<file path="src/core_params.svh">
`ifndef CORE_PARAMS_SVH
`define CORE_PARAMS_SVH

`define XLEN       32
`define AREG_W     5
`define NUM_PHYS   64
`define PREG_W     6
`define ROB_DEPTH  8
`define ROB_W      3
`define MUL_STAGES 3

// major opcodes
`define OPC_OP     7'b0110011
`define OPC_OP_IMM 7'b0010011

`define F7_MUL     7'b0000001

// funct3 of the supported ALU ops
`define F3_ADD     3'b000
`define F3_SLL     3'b001
`define F3_XOR     3'b100
`define F3_SRL     3'b101
`define F3_OR      3'b110
`define F3_AND     3'b111

`endif

</file>
<file path="src/core_if.sv">
`timescale 1ns/1ns
`include "core_params.svh"

// tagged writeback from one execution unit
interface result_bus_if;
    logic               valid;
    logic [`PREG_W-1:0] tag;
    logic [`ROB_W-1:0]  rob_idx;
    logic [`XLEN-1:0]   value;

    modport source (output valid, tag, rob_idx, value);
    modport sink   (input  valid, tag, rob_idx, value);
endinterface

// issue queue to execution unit
interface issue_if;
    logic               valid;
    logic [3:0]         op;      // {funct7[5], funct3}
    logic [`XLEN-1:0]   a;
    logic [`XLEN-1:0]   b;
    logic [`PREG_W-1:0] dest;
    logic [`ROB_W-1:0]  rob_idx;
    logic               has_dest;

    modport source (output valid, op, a, b, dest, rob_idx, has_dest);
    modport sink   (input  valid, op, a, b, dest, rob_idx, has_dest);
endinterface

</file>
<file path="src/issue_queue.sv">
`timescale 1ns/1ns
`include "core_params.svh"

module issue_queue (
    input  logic               clk,
    input  logic               rst_n,
    input  logic               disp_valid,
    input  logic               disp_is_mul,
    input  logic [3:0]         disp_op,
    input  logic [`PREG_W-1:0] disp_tag_a,
    input  logic [`PREG_W-1:0] disp_tag_b,
    input  logic [`XLEN-1:0]   disp_imm,
    input  logic               disp_use_imm,
    input  logic [`PREG_W-1:0] disp_dest_tag,
    input  logic               disp_has_dest,
    input  logic [`ROB_W-1:0]  disp_rob_idx,
    input  logic [`XLEN-1:0]   rd_data_a,
    input  logic [`XLEN-1:0]   rd_data_b,
    input  logic               rd_valid_a,
    input  logic               rd_valid_b,
    result_bus_if.sink         alu_res,
    result_bus_if.sink         mul_res,
    issue_if.source            alu_iss,
    issue_if.source            mul_iss
);
    localparam int N = `ROB_DEPTH;

    logic [N-1:0]       q_valid;
    logic [N-1:0]       q_mul;
    logic [N-1:0]       q_rdy_a;
    logic [N-1:0]       q_rdy_b;
    logic [N-1:0]       q_has_dest;
    logic [3:0]         q_op [N];
    logic [`PREG_W-1:0] q_tag_a [N];
    logic [`PREG_W-1:0] q_tag_b [N];
    logic [`PREG_W-1:0] q_dest [N];
    logic [`XLEN-1:0]   q_val_a [N];
    logic [`XLEN-1:0]   q_val_b [N];
    logic [`ROB_W-1:0]  q_rob [N];
    logic [`ROB_W:0]    q_seq [N];
    logic [`ROB_W:0]    seq_cnt;   // dispatch order, one extra bit for wrap
    logic [`ROB_W-1:0]  free_idx;
    logic [`ROB_W-1:0]  alu_sel;
    logic [`ROB_W-1:0]  mul_sel;
    logic               alu_found;
    logic               mul_found;

    function automatic logic older(input logic [`ROB_W:0] x, input logic [`ROB_W:0] y);
        logic [`ROB_W:0] d;
        d = x - y;
        return d[`ROB_W];
    endfunction

    always_comb begin
        free_idx  = '0;
        alu_sel   = '0;
        mul_sel   = '0;
        alu_found = 1'b0;
        mul_found = 1'b0;
        for (int i = N - 1; i >= 0; i--) begin
            if (!q_valid[i])
                free_idx = i[`ROB_W-1:0];
        end
        for (int i = 0; i < N; i++) begin
            if (q_valid[i] && q_rdy_a[i] && q_rdy_b[i]) begin
                if (!q_mul[i] && (!alu_found || older(q_seq[i], q_seq[alu_sel]))) begin
                    alu_found = 1'b1;
                    alu_sel   = i[`ROB_W-1:0];
                end
                if (q_mul[i] && (!mul_found || older(q_seq[i], q_seq[mul_sel]))) begin
                    mul_found = 1'b1;
                    mul_sel   = i[`ROB_W-1:0];
                end
            end
        end
    end

    assign alu_iss.valid    = alu_found;
    assign alu_iss.op       = q_op[alu_sel];
    assign alu_iss.a        = q_val_a[alu_sel];
    assign alu_iss.b        = q_val_b[alu_sel];
    assign alu_iss.dest     = q_dest[alu_sel];
    assign alu_iss.rob_idx  = q_rob[alu_sel];
    assign alu_iss.has_dest = q_has_dest[alu_sel];

    assign mul_iss.valid    = mul_found;
    assign mul_iss.op       = q_op[mul_sel];
    assign mul_iss.a        = q_val_a[mul_sel];
    assign mul_iss.b        = q_val_b[mul_sel];
    assign mul_iss.dest     = q_dest[mul_sel];
    assign mul_iss.rob_idx  = q_rob[mul_sel];
    assign mul_iss.has_dest = q_has_dest[mul_sel];

    always_ff @(posedge clk or negedge rst_n) begin
        if (!rst_n) begin
            q_valid <= '0;
            seq_cnt <= '0;
        end else begin
            if (alu_found)
                q_valid[alu_sel] <= 1'b0;
            if (mul_found)
                q_valid[mul_sel] <= 1'b0;
            if (disp_valid) begin
                q_valid[free_idx] <= 1'b1;
                seq_cnt           <= seq_cnt + 1'b1;
            end
        end
    end

    always_ff @(posedge clk) begin
        for (int i = 0; i < N; i++) begin  // wakeup
            if (!q_rdy_a[i] && alu_res.valid && alu_res.tag == q_tag_a[i]) begin
                q_val_a[i] <= alu_res.value;
                q_rdy_a[i] <= 1'b1;
            end
            if (!q_rdy_a[i] && mul_res.valid && mul_res.tag == q_tag_a[i]) begin
                q_val_a[i] <= mul_res.value;
                q_rdy_a[i] <= 1'b1;
            end
            if (!q_rdy_b[i] && alu_res.valid && alu_res.tag == q_tag_b[i]) begin
                q_val_b[i] <= alu_res.value;
                q_rdy_b[i] <= 1'b1;
            end
            if (!q_rdy_b[i] && mul_res.valid && mul_res.tag == q_tag_b[i]) begin
                q_val_b[i] <= mul_res.value;
                q_rdy_b[i] <= 1'b1;
            end
        end
        if (disp_valid) begin
            q_mul[free_idx]      <= disp_is_mul;
            q_op[free_idx]       <= disp_op;
            q_tag_a[free_idx]    <= disp_tag_a;
            q_tag_b[free_idx]    <= disp_tag_b;
            q_dest[free_idx]     <= disp_dest_tag;
            q_has_dest[free_idx] <= disp_has_dest;
            q_rob[free_idx]      <= disp_rob_idx;
            q_seq[free_idx]      <= seq_cnt;
            q_rdy_a[free_idx]    <= disp_tag_a == '0 || rd_valid_a;
            q_val_a[free_idx]    <= (disp_tag_a == '0) ? '0 : rd_data_a;  // x0 reads zero
            q_rdy_b[free_idx]    <= disp_use_imm || disp_tag_b == '0 || rd_valid_b;
            if (disp_use_imm)
                q_val_b[free_idx] <= disp_imm;
            else
                q_val_b[free_idx] <= (disp_tag_b == '0) ? '0 : rd_data_b;
        end
    end

endmodule

</file>
<file path="src/flat_wrapper.sv">
// flat-port wrapper written by rule: the top's interface ports become plain ports
module issue_queue_flat 
  (clk, rst_n, disp_valid, disp_is_mul, disp_op, disp_tag_a, disp_tag_b, disp_imm, disp_use_imm, disp_dest_tag, disp_has_dest, disp_rob_idx, rd_data_a, rd_data_b, rd_valid_a, rd_valid_b, alu_res_valid, alu_res_tag, alu_res_rob_idx, alu_res_value, mul_res_valid, mul_res_tag, mul_res_rob_idx, mul_res_value, alu_iss_valid, alu_iss_op, alu_iss_a, alu_iss_b, alu_iss_dest, alu_iss_rob_idx, alu_iss_has_dest, mul_iss_valid, mul_iss_op, mul_iss_a, mul_iss_b, mul_iss_dest, mul_iss_rob_idx, mul_iss_has_dest);
  result_bus_if alu_res_i ();
  result_bus_if mul_res_i ();
  issue_if alu_iss_i ();
  issue_if mul_iss_i ();
  input  logic clk;
  input  logic rst_n;
  input  logic disp_valid;
  input  logic disp_is_mul;
  input  logic [3:0] disp_op;
  input  logic [`PREG_W-1:0] disp_tag_a;
  input  logic [`PREG_W-1:0] disp_tag_b;
  input  logic [`XLEN-1:0] disp_imm;
  input  logic disp_use_imm;
  input  logic [`PREG_W-1:0] disp_dest_tag;
  input  logic disp_has_dest;
  input  logic [`ROB_W-1:0] disp_rob_idx;
  input  logic [`XLEN-1:0] rd_data_a;
  input  logic [`XLEN-1:0] rd_data_b;
  input  logic rd_valid_a;
  input  logic rd_valid_b;
  input wire logic [$bits(alu_res_i.valid)-1:0] alu_res_valid;
  input wire logic [$bits(alu_res_i.tag)-1:0] alu_res_tag;
  input wire logic [$bits(alu_res_i.rob_idx)-1:0] alu_res_rob_idx;
  input wire logic [$bits(alu_res_i.value)-1:0] alu_res_value;
  input wire logic [$bits(mul_res_i.valid)-1:0] mul_res_valid;
  input wire logic [$bits(mul_res_i.tag)-1:0] mul_res_tag;
  input wire logic [$bits(mul_res_i.rob_idx)-1:0] mul_res_rob_idx;
  input wire logic [$bits(mul_res_i.value)-1:0] mul_res_value;
  output wire logic [$bits(alu_iss_i.valid)-1:0] alu_iss_valid;
  output wire logic [$bits(alu_iss_i.op)-1:0] alu_iss_op;
  output wire logic [$bits(alu_iss_i.a)-1:0] alu_iss_a;
  output wire logic [$bits(alu_iss_i.b)-1:0] alu_iss_b;
  output wire logic [$bits(alu_iss_i.dest)-1:0] alu_iss_dest;
  output wire logic [$bits(alu_iss_i.rob_idx)-1:0] alu_iss_rob_idx;
  output wire logic [$bits(alu_iss_i.has_dest)-1:0] alu_iss_has_dest;
  output wire logic [$bits(mul_iss_i.valid)-1:0] mul_iss_valid;
  output wire logic [$bits(mul_iss_i.op)-1:0] mul_iss_op;
  output wire logic [$bits(mul_iss_i.a)-1:0] mul_iss_a;
  output wire logic [$bits(mul_iss_i.b)-1:0] mul_iss_b;
  output wire logic [$bits(mul_iss_i.dest)-1:0] mul_iss_dest;
  output wire logic [$bits(mul_iss_i.rob_idx)-1:0] mul_iss_rob_idx;
  output wire logic [$bits(mul_iss_i.has_dest)-1:0] mul_iss_has_dest;
  assign alu_res_i.valid = alu_res_valid;
  assign alu_res_i.tag = alu_res_tag;
  assign alu_res_i.rob_idx = alu_res_rob_idx;
  assign alu_res_i.value = alu_res_value;
  assign mul_res_i.valid = mul_res_valid;
  assign mul_res_i.tag = mul_res_tag;
  assign mul_res_i.rob_idx = mul_res_rob_idx;
  assign mul_res_i.value = mul_res_value;
  assign alu_iss_valid = alu_iss_i.valid;
  assign alu_iss_op = alu_iss_i.op;
  assign alu_iss_a = alu_iss_i.a;
  assign alu_iss_b = alu_iss_i.b;
  assign alu_iss_dest = alu_iss_i.dest;
  assign alu_iss_rob_idx = alu_iss_i.rob_idx;
  assign alu_iss_has_dest = alu_iss_i.has_dest;
  assign mul_iss_valid = mul_iss_i.valid;
  assign mul_iss_op = mul_iss_i.op;
  assign mul_iss_a = mul_iss_i.a;
  assign mul_iss_b = mul_iss_i.b;
  assign mul_iss_dest = mul_iss_i.dest;
  assign mul_iss_rob_idx = mul_iss_i.rob_idx;
  assign mul_iss_has_dest = mul_iss_i.has_dest;
  issue_queue u_core (.clk(clk), .rst_n(rst_n), .disp_valid(disp_valid), .disp_is_mul(disp_is_mul), .disp_op(disp_op), .disp_tag_a(disp_tag_a), .disp_tag_b(disp_tag_b), .disp_imm(disp_imm), .disp_use_imm(disp_use_imm), .disp_dest_tag(disp_dest_tag), .disp_has_dest(disp_has_dest), .disp_rob_idx(disp_rob_idx), .rd_data_a(rd_data_a), .rd_data_b(rd_data_b), .rd_valid_a(rd_valid_a), .rd_valid_b(rd_valid_b), .alu_res(alu_res_i), .mul_res(mul_res_i), .alu_iss(alu_iss_i), .mul_iss(mul_iss_i));
endmodule
</file>
<file path="config.mk">
export PLATFORM = sky130hd
export DESIGN_NAME = issue_queue_flat
export DESIGN_NICKNAME = d
export VERILOG_FILES = /design/src/core_if.sv /design/src/issue_queue.sv /design/src/flat_wrapper.sv
export VERILOG_INCLUDE_DIRS = /design/src
export SDC_FILE = /design/constraint.sdc
export NUM_CORES = 2
export LEC_CHECK = 0
export BUFFER_PORTS_ARGS = -buffer_cell sky130_fd_sc_hd__buf_2
export CORE_ASPECT_RATIO = 1.2
export CORE_MARGIN = 5
export CORE_UTILIZATION = 50
export CTS_BUF_LIST = sky130_fd_sc_hd__clkbuf_4
export DETAILED_ROUTE_END_ITERATION = 8
export PLACE_DENSITY = 0.68
export SETUP_SLACK_MARGIN = 0.15
export SLEW_MARGIN = 0
export SYNTH_ARGS = -nofsm -noshare
export SYNTH_HDL_FRONTEND = slang
export SYNTH_SLANG_ARGS = --single-unit
export TNS_END_PERCENT = 1
</file>
<file path="constraint.sdc">
create_clock -name clk -period 22.6 [get_ports clk]
set_clock_uncertainty 0.15 [all_clocks]
set_input_delay 3.39 -clock clk [delete_from_list [all_inputs] [get_ports clk]]
set_output_delay 3.39 -clock clk [all_outputs]
set_load 0.02 [all_outputs]
</file>
==> report_table.html <==
<table>
<tr><th>Metric</th><th>Value</th></tr>
<tr><th colspan="2">Run status</th></tr>
<tr><td>Outcome</td><td>complete, no violations</td></tr>
<tr><th colspan="2">Timing</th></tr>
<tr><td>Max-slew violation count</td><td>0</td></tr>
<tr><td>Share of the clock period used by the worst path</td><td>0.9580</td></tr>
<tr><td>WHS</td><td>0.4143 ns</td></tr>
<tr><td>RSZ-0062 raised after global routing</td><td>yes</td></tr>
<tr><td>Worst max-slew margin expressed relative to the limit</td><td>0.2094</td></tr>
<tr><td>Sum Neg Setup Slack</td><td>0 ns</td></tr>
<tr><td>Setup ws final</td><td>0.9490 ns</td></tr>
<tr><td>Transition at the pin with the smallest max-transition slack</td><td>1.186 ns</td></tr>
<tr><td>Fin. Hold Viols</td><td>0</td></tr>
<tr><td>Final worst path period need</td><td>21.65 ns</td></tr>
<tr><td>Setup-failing EPs final</td><td>0</td></tr>
<tr><td>Fmax</td><td>0.04619 GHz</td></tr>
<tr><th colspan="2">Route</th></tr>
<tr><td>Vias post-DR</td><td>47.29k</td></tr>
<tr><td>Detail-routed via count per cell</td><td>6.686</td></tr>
<tr><td>Routed wire per std cell</td><td>29.73 um</td></tr>
<tr><td>Total wirelength of the detailed-routed design</td><td>210200 um</td></tr>
<tr><td># DRC</td><td>0</td></tr>
<tr><td>Remaining antenna violation count</td><td>0</td></tr>
<tr><td>Total iterations of the first detailed-routing run</td><td>6</td></tr>
<tr><td>Initial drt markers</td><td>5833</td></tr>
<tr><th colspan="2">Placed design</th></tr>
<tr><td>Gpl congestion</td><td>0.9412</td></tr>
<tr><td>PortBufs</td><td>364</td></tr>
<tr><td>Detailed-placement wirelength estimate</td><td>124500 um</td></tr>
<tr><td>Placed Instance Area</td><td>55610 um^2</td></tr>
<tr><td>Post-placement worst setup slack</td><td>2.230 ns</td></tr>
<tr><th colspan="2">Critical path</th></tr>
<tr><td>Crit end category</td><td>primary output</td></tr>
<tr><td>Slowest Stage Delay on Critical Path</td><td>0.61 ns</td></tr>
<tr><td>Beginning of the worst register-to-register path</td><td>u_core.q_seq[0][2]</td></tr>
<tr><td>Worst setup path category</td><td>register to primary output</td></tr>
<tr><td>Critical path launch point type</td><td>register</td></tr>
<tr><td>Required time worst endpoint</td><td>19.06 ns</td></tr>
<tr><td>Slowest-stage cell, CP</td><td>o221ai_1</td></tr>
<tr><td>WP data arrival</td><td>18.11 ns</td></tr>
<tr><td>Startpoint of the worst setup timing path</td><td>u_core.q_seq[0][2]</td></tr>
<tr><td>Top cell by count, worst path</td><td>ha_1</td></tr>
<tr><td>Worst-path maximum fanout</td><td>25</td></tr>
<tr><th colspan="2">Final layout</th></tr>
<tr><td>Layout Nets</td><td>5743</td></tr>
<tr><td>Count of fill cells added during filler insertion</td><td>9310</td></tr>
<tr><td>Leading cell types in the layout, fill and taps excluded</td><td>1009 x mux2i_1, 760 x edfxtp_1, 755 x nand2_1</td></tr>
<tr><td>Area occupied by multi-input gates</td><td>27850 um^2</td></tr>
<tr><td>Area Growth Syn to Fin</td><td>9.776%</td></tr>
<tr><td>Area of all sequential standard cells</td><td>23440 um^2</td></tr>
<tr><td>Post-layout instance area</td><td>58370 um^2</td></tr>
<tr><td>Fraction of final layout cells with drive strength greater than 1</td><td>0.1661</td></tr>
<tr><td>Most common library cell in the layout ignoring fill and taps</td><td>mux2i_1</td></tr>
<tr><td>Final standard cell utilization of the core</td><td>0.5504</td></tr>
<tr><th colspan="2">Clock tree</th></tr>
<tr><td>Hold-fix buffer count after cts</td><td>0</td></tr>
<tr><td>TritonCTS clock tree</td><td>built</td></tr>
<tr><td>Number of H-tree branching levels</td><td>4</td></tr>
<tr><td>Clock Path Buffers</td><td>3</td></tr>
<tr><td>Clock tree root buffer cell</td><td>clkbuf_4</td></tr>
<tr><td>Postcts setup bufs</td><td>0</td></tr>
<tr><td>Clock transition at the register clock pins on the worst setup and hold paths after CTS</td><td>0.07 ns</td></tr>
<tr><td>Worst-Skew Late Latency</td><td>1.20 ns</td></tr>
<tr><td>CTS sink cnt</td><td>788</td></tr>
<tr><td>TritonCTS buffer count</td><td>202</td></tr>
<tr><th colspan="2">Power and ir drop</th></tr>
<tr><td>Total power divided by cell area</td><td>125.9 nW/um^2</td></tr>
<tr><td>Leak Pwr</td><td>25.32 nW</td></tr>
<tr><td>Max VDD drop</td><td>226.8 uV</td></tr>
<tr><th colspan="2">Run</th></tr>
<tr><td># Max-Cap Violations</td><td>0</td></tr>
<tr><th colspan="2">Floorplan</th></tr>
<tr><td>Die width</td><td>307.7 um</td></tr>
<tr><td>Area of the die</td><td>113000 um^2</td></tr>
<tr><td>IO Pins</td><td>371</td></tr>
<tr><td>Number of rows in the core area</td><td>131</td></tr>
<tr><td>Die height</td><td>367.2 um</td></tr>
<tr><td>Initial core utilization</td><td>0.5014</td></tr>
<tr><td>Core ar.</td><td>106000 um^2</td></tr>
<tr><th colspan="2">Global route</th></tr>
<tr><td>Via count of the first global-routing pass</td><td>45.95k</td></tr>
<tr><td>Overall overflow remaining after global route</td><td>0</td></tr>
<tr><td>Largest net degree at the start of global routing</td><td>143</td></tr>
<tr><td>Initial antenna violation count</td><td>30</td></tr>
<tr><td>GRT Total Usage</td><td>0.3539</td></tr>
<tr><td>Global-route wire length before repair</td><td>298500 um</td></tr>
<tr><th colspan="2">Yosys</th></tr>
<tr><td>Cell area after synthesis</td><td>53170 um^2</td></tr>
<tr><td>Number of unique standard cell types used by synthesis</td><td>97</td></tr>
<tr><td>Post-synth ARST share</td><td>0.01523</td></tr>
<tr><td>Leading register cell type out of synthesis</td><td>edfxtp_1</td></tr>
<tr><td>Flops &amp; latches, synth</td><td>788</td></tr>
<tr><td>Number of nets produced by synthesis</td><td>5615</td></tr>
<tr><td>Count of mapped cells out of synthesis</td><td>5375</td></tr>
<tr><td>Average cell area after synthesis</td><td>9.892 um^2</td></tr>
<tr><td>Sequential element share of the synthesized area</td><td>0.4409</td></tr>
<tr><td>Count of flip-flops with a built-in enable after synthesis</td><td>760</td></tr>
<tr><td>Yosys warnings</td><td>0</td></tr>
<tr><th colspan="2">Worst hold path</th></tr>
<tr><td>Source of the worst hold timing path</td><td>u_core.q_rdy_b[4]</td></tr>
<tr><td>Classification of the worst-slack hold path</td><td>register to register</td></tr>
</table>
[through the flow]
step,power (mW),cells
floorplan,4.554,5375
global placement,5.918,6693
detailed placement,5.979,6693
CTS,7.257,7046
global route,7.631,7059
finish,7.348,7073
[synth_stat cells (10+ instances only)]
cell | instances | area, um^2
a211oi_1 | 13 | 97.59
a31oi_1 | 11 | 68.82
o21a_1 | 12 | 90.09
nor4_1 | 10 | 62.56
a21oi_1 | 204 | 1021
and3_1 | 15 | 93.84
o221ai_1 | 80 | 700.7
nand4_1 | 127 | 794.5
buf_1 | 37 | 138.9
o31ai_1 | 84 | 630.6
a21boi_0 | 10 | 75.07
nor3b_1 | 32 | 240.2
mux2i_1 | 1009 | 10100
nand3_1 | 168 | 840.8
buf_2 | 49 | 245.2
clkbuf_1 | 420 | 1577
nor3_1 | 51 | 255.2
xnor2_1 | 78 | 683.2
a21o_1 | 12 | 90.09
nand2_1 | 755 | 2834
o211ai_1 | 19 | 142.6
nor2_1 | 248 | 930.9
dfrtp_1 | 12 | 300.3
nand2b_1 | 19 | 118.9
dfxtp_1 | 16 | 320.3
xor2_1 | 130 | 1139
o21ai_0 | 554 | 2773
edfxtp_1 | 760 | 22820
o311ai_1 | 77 | 674.4
ha_1 | 27 | 337.8
inv_1 | 27 | 101.4
and2_1 | 48 | 300.3
mux2_2 | 92 | 1036
[timing repair]
item,in CTS,in global routing
hold endpoints to repair,0,0
gates resized for setup,0,11
endpoints found under the setup margin,0,156
[cell families (layout without fill, tap and decap cells)]
logic type | count (synthesis) | in the layout | share of synthesized area
other cells | 0 | 25 | 0
buf+inv | 548 | 823 | 0.04128
compound gates | 1172 | 1173 | 0.1359
xor+xnor | 210 | 210 | 0.03511
flops | 788 | 788 | 0.4409
mux | 1105 | 1105 | 0.2105
simple gates | 1525 | 1526 | 0.1299
fa+ha+maj | 27 | 27 | 0.006354
[worst max-delay path: cells and delay by family, from the launching register on]
| kind | cells | cell delay (ns) |
|---|---|---|
| AND/OR/NAND/NOR | 21 | 4.98 |
| flip-flops | 1 | 0.48 |
| multiplexers | 4 | 1.60 |
| adder cells (fa/ha/maj) | 7 | 1.65 |
| XOR/XNOR | 1 | 0.40 |
| buffers and inverters | 3 | 0.90 |
| AO/OA/AOI/OAI | 25 | 6.90 |
[registers in the layout, indices dropped and copies added, names as in the netlist]
name and count:
u_core.q_dest 48, u_core.q_has_dest 8, u_core.q_mul 8, u_core.q_op 32
u_core.q_rdy_a 8, u_core.q_rdy_b 8, u_core.q_rob 24, u_core.q_seq 32
u_core.q_tag_a 48, u_core.q_tag_b 48, u_core.q_val_a 256, u_core.q_val_b 256
u_core.q_valid 8, u_core.seq_cnt 4
[final cells by class]
cell class	instances	area share
Antenna cell	25	0.001072
Clock buffer	301	0.03872
Clock inverter	52	0.006217
Inverter	28	0.002229
Multi-Input combinational cell	4041	0.4771
Sequential cell	788	0.4016
Tap cell	1396	0.02993
Timing Repair Buffer	442	0.04309
[worst paths after layout]
path,end,slack (ns),cells past startpoint
worst max-delay path,mul_iss_a[14],0.95,61
worst min-delay path,u_core.q_rdy_b[4],0.41,2
worst max register to register,u_core.q_valid[5],6.07,60
worst min register to register,u_core.q_rdy_b[4],0.41,2
max in group asynchronous,u_core.seq_cnt[0],20.09,1
min in group asynchronous,u_core.q_valid[2],1.93,1
[power breakdown]
part / leakage [nW] / switching, mW / total, mW / internal, mW
Clock: 1.55 / 0.626 / 1.29 / 0.662
Sequential: 7.20 / 0.146 / 2.00 / 1.86
Combinational: 16.6 / 2.74 / 4.06 / 1.31
Total: 25.3 / 3.51 / 7.35 / 3.83
[routing by layer]
metal | global-route usage | vias to the layer above | share of wire
met2 | 0.5582 | 3427 | 0.45
met4 | 0.2440 | 20 | 0.080
li1 | - | 20470 | -
met1 | 0.4218 | 22490 | 0.35
met3 | 0.09412 | 887 | 0.12
met5 | 0 | - | 0.00066
(Power assumes the default switching activity.)
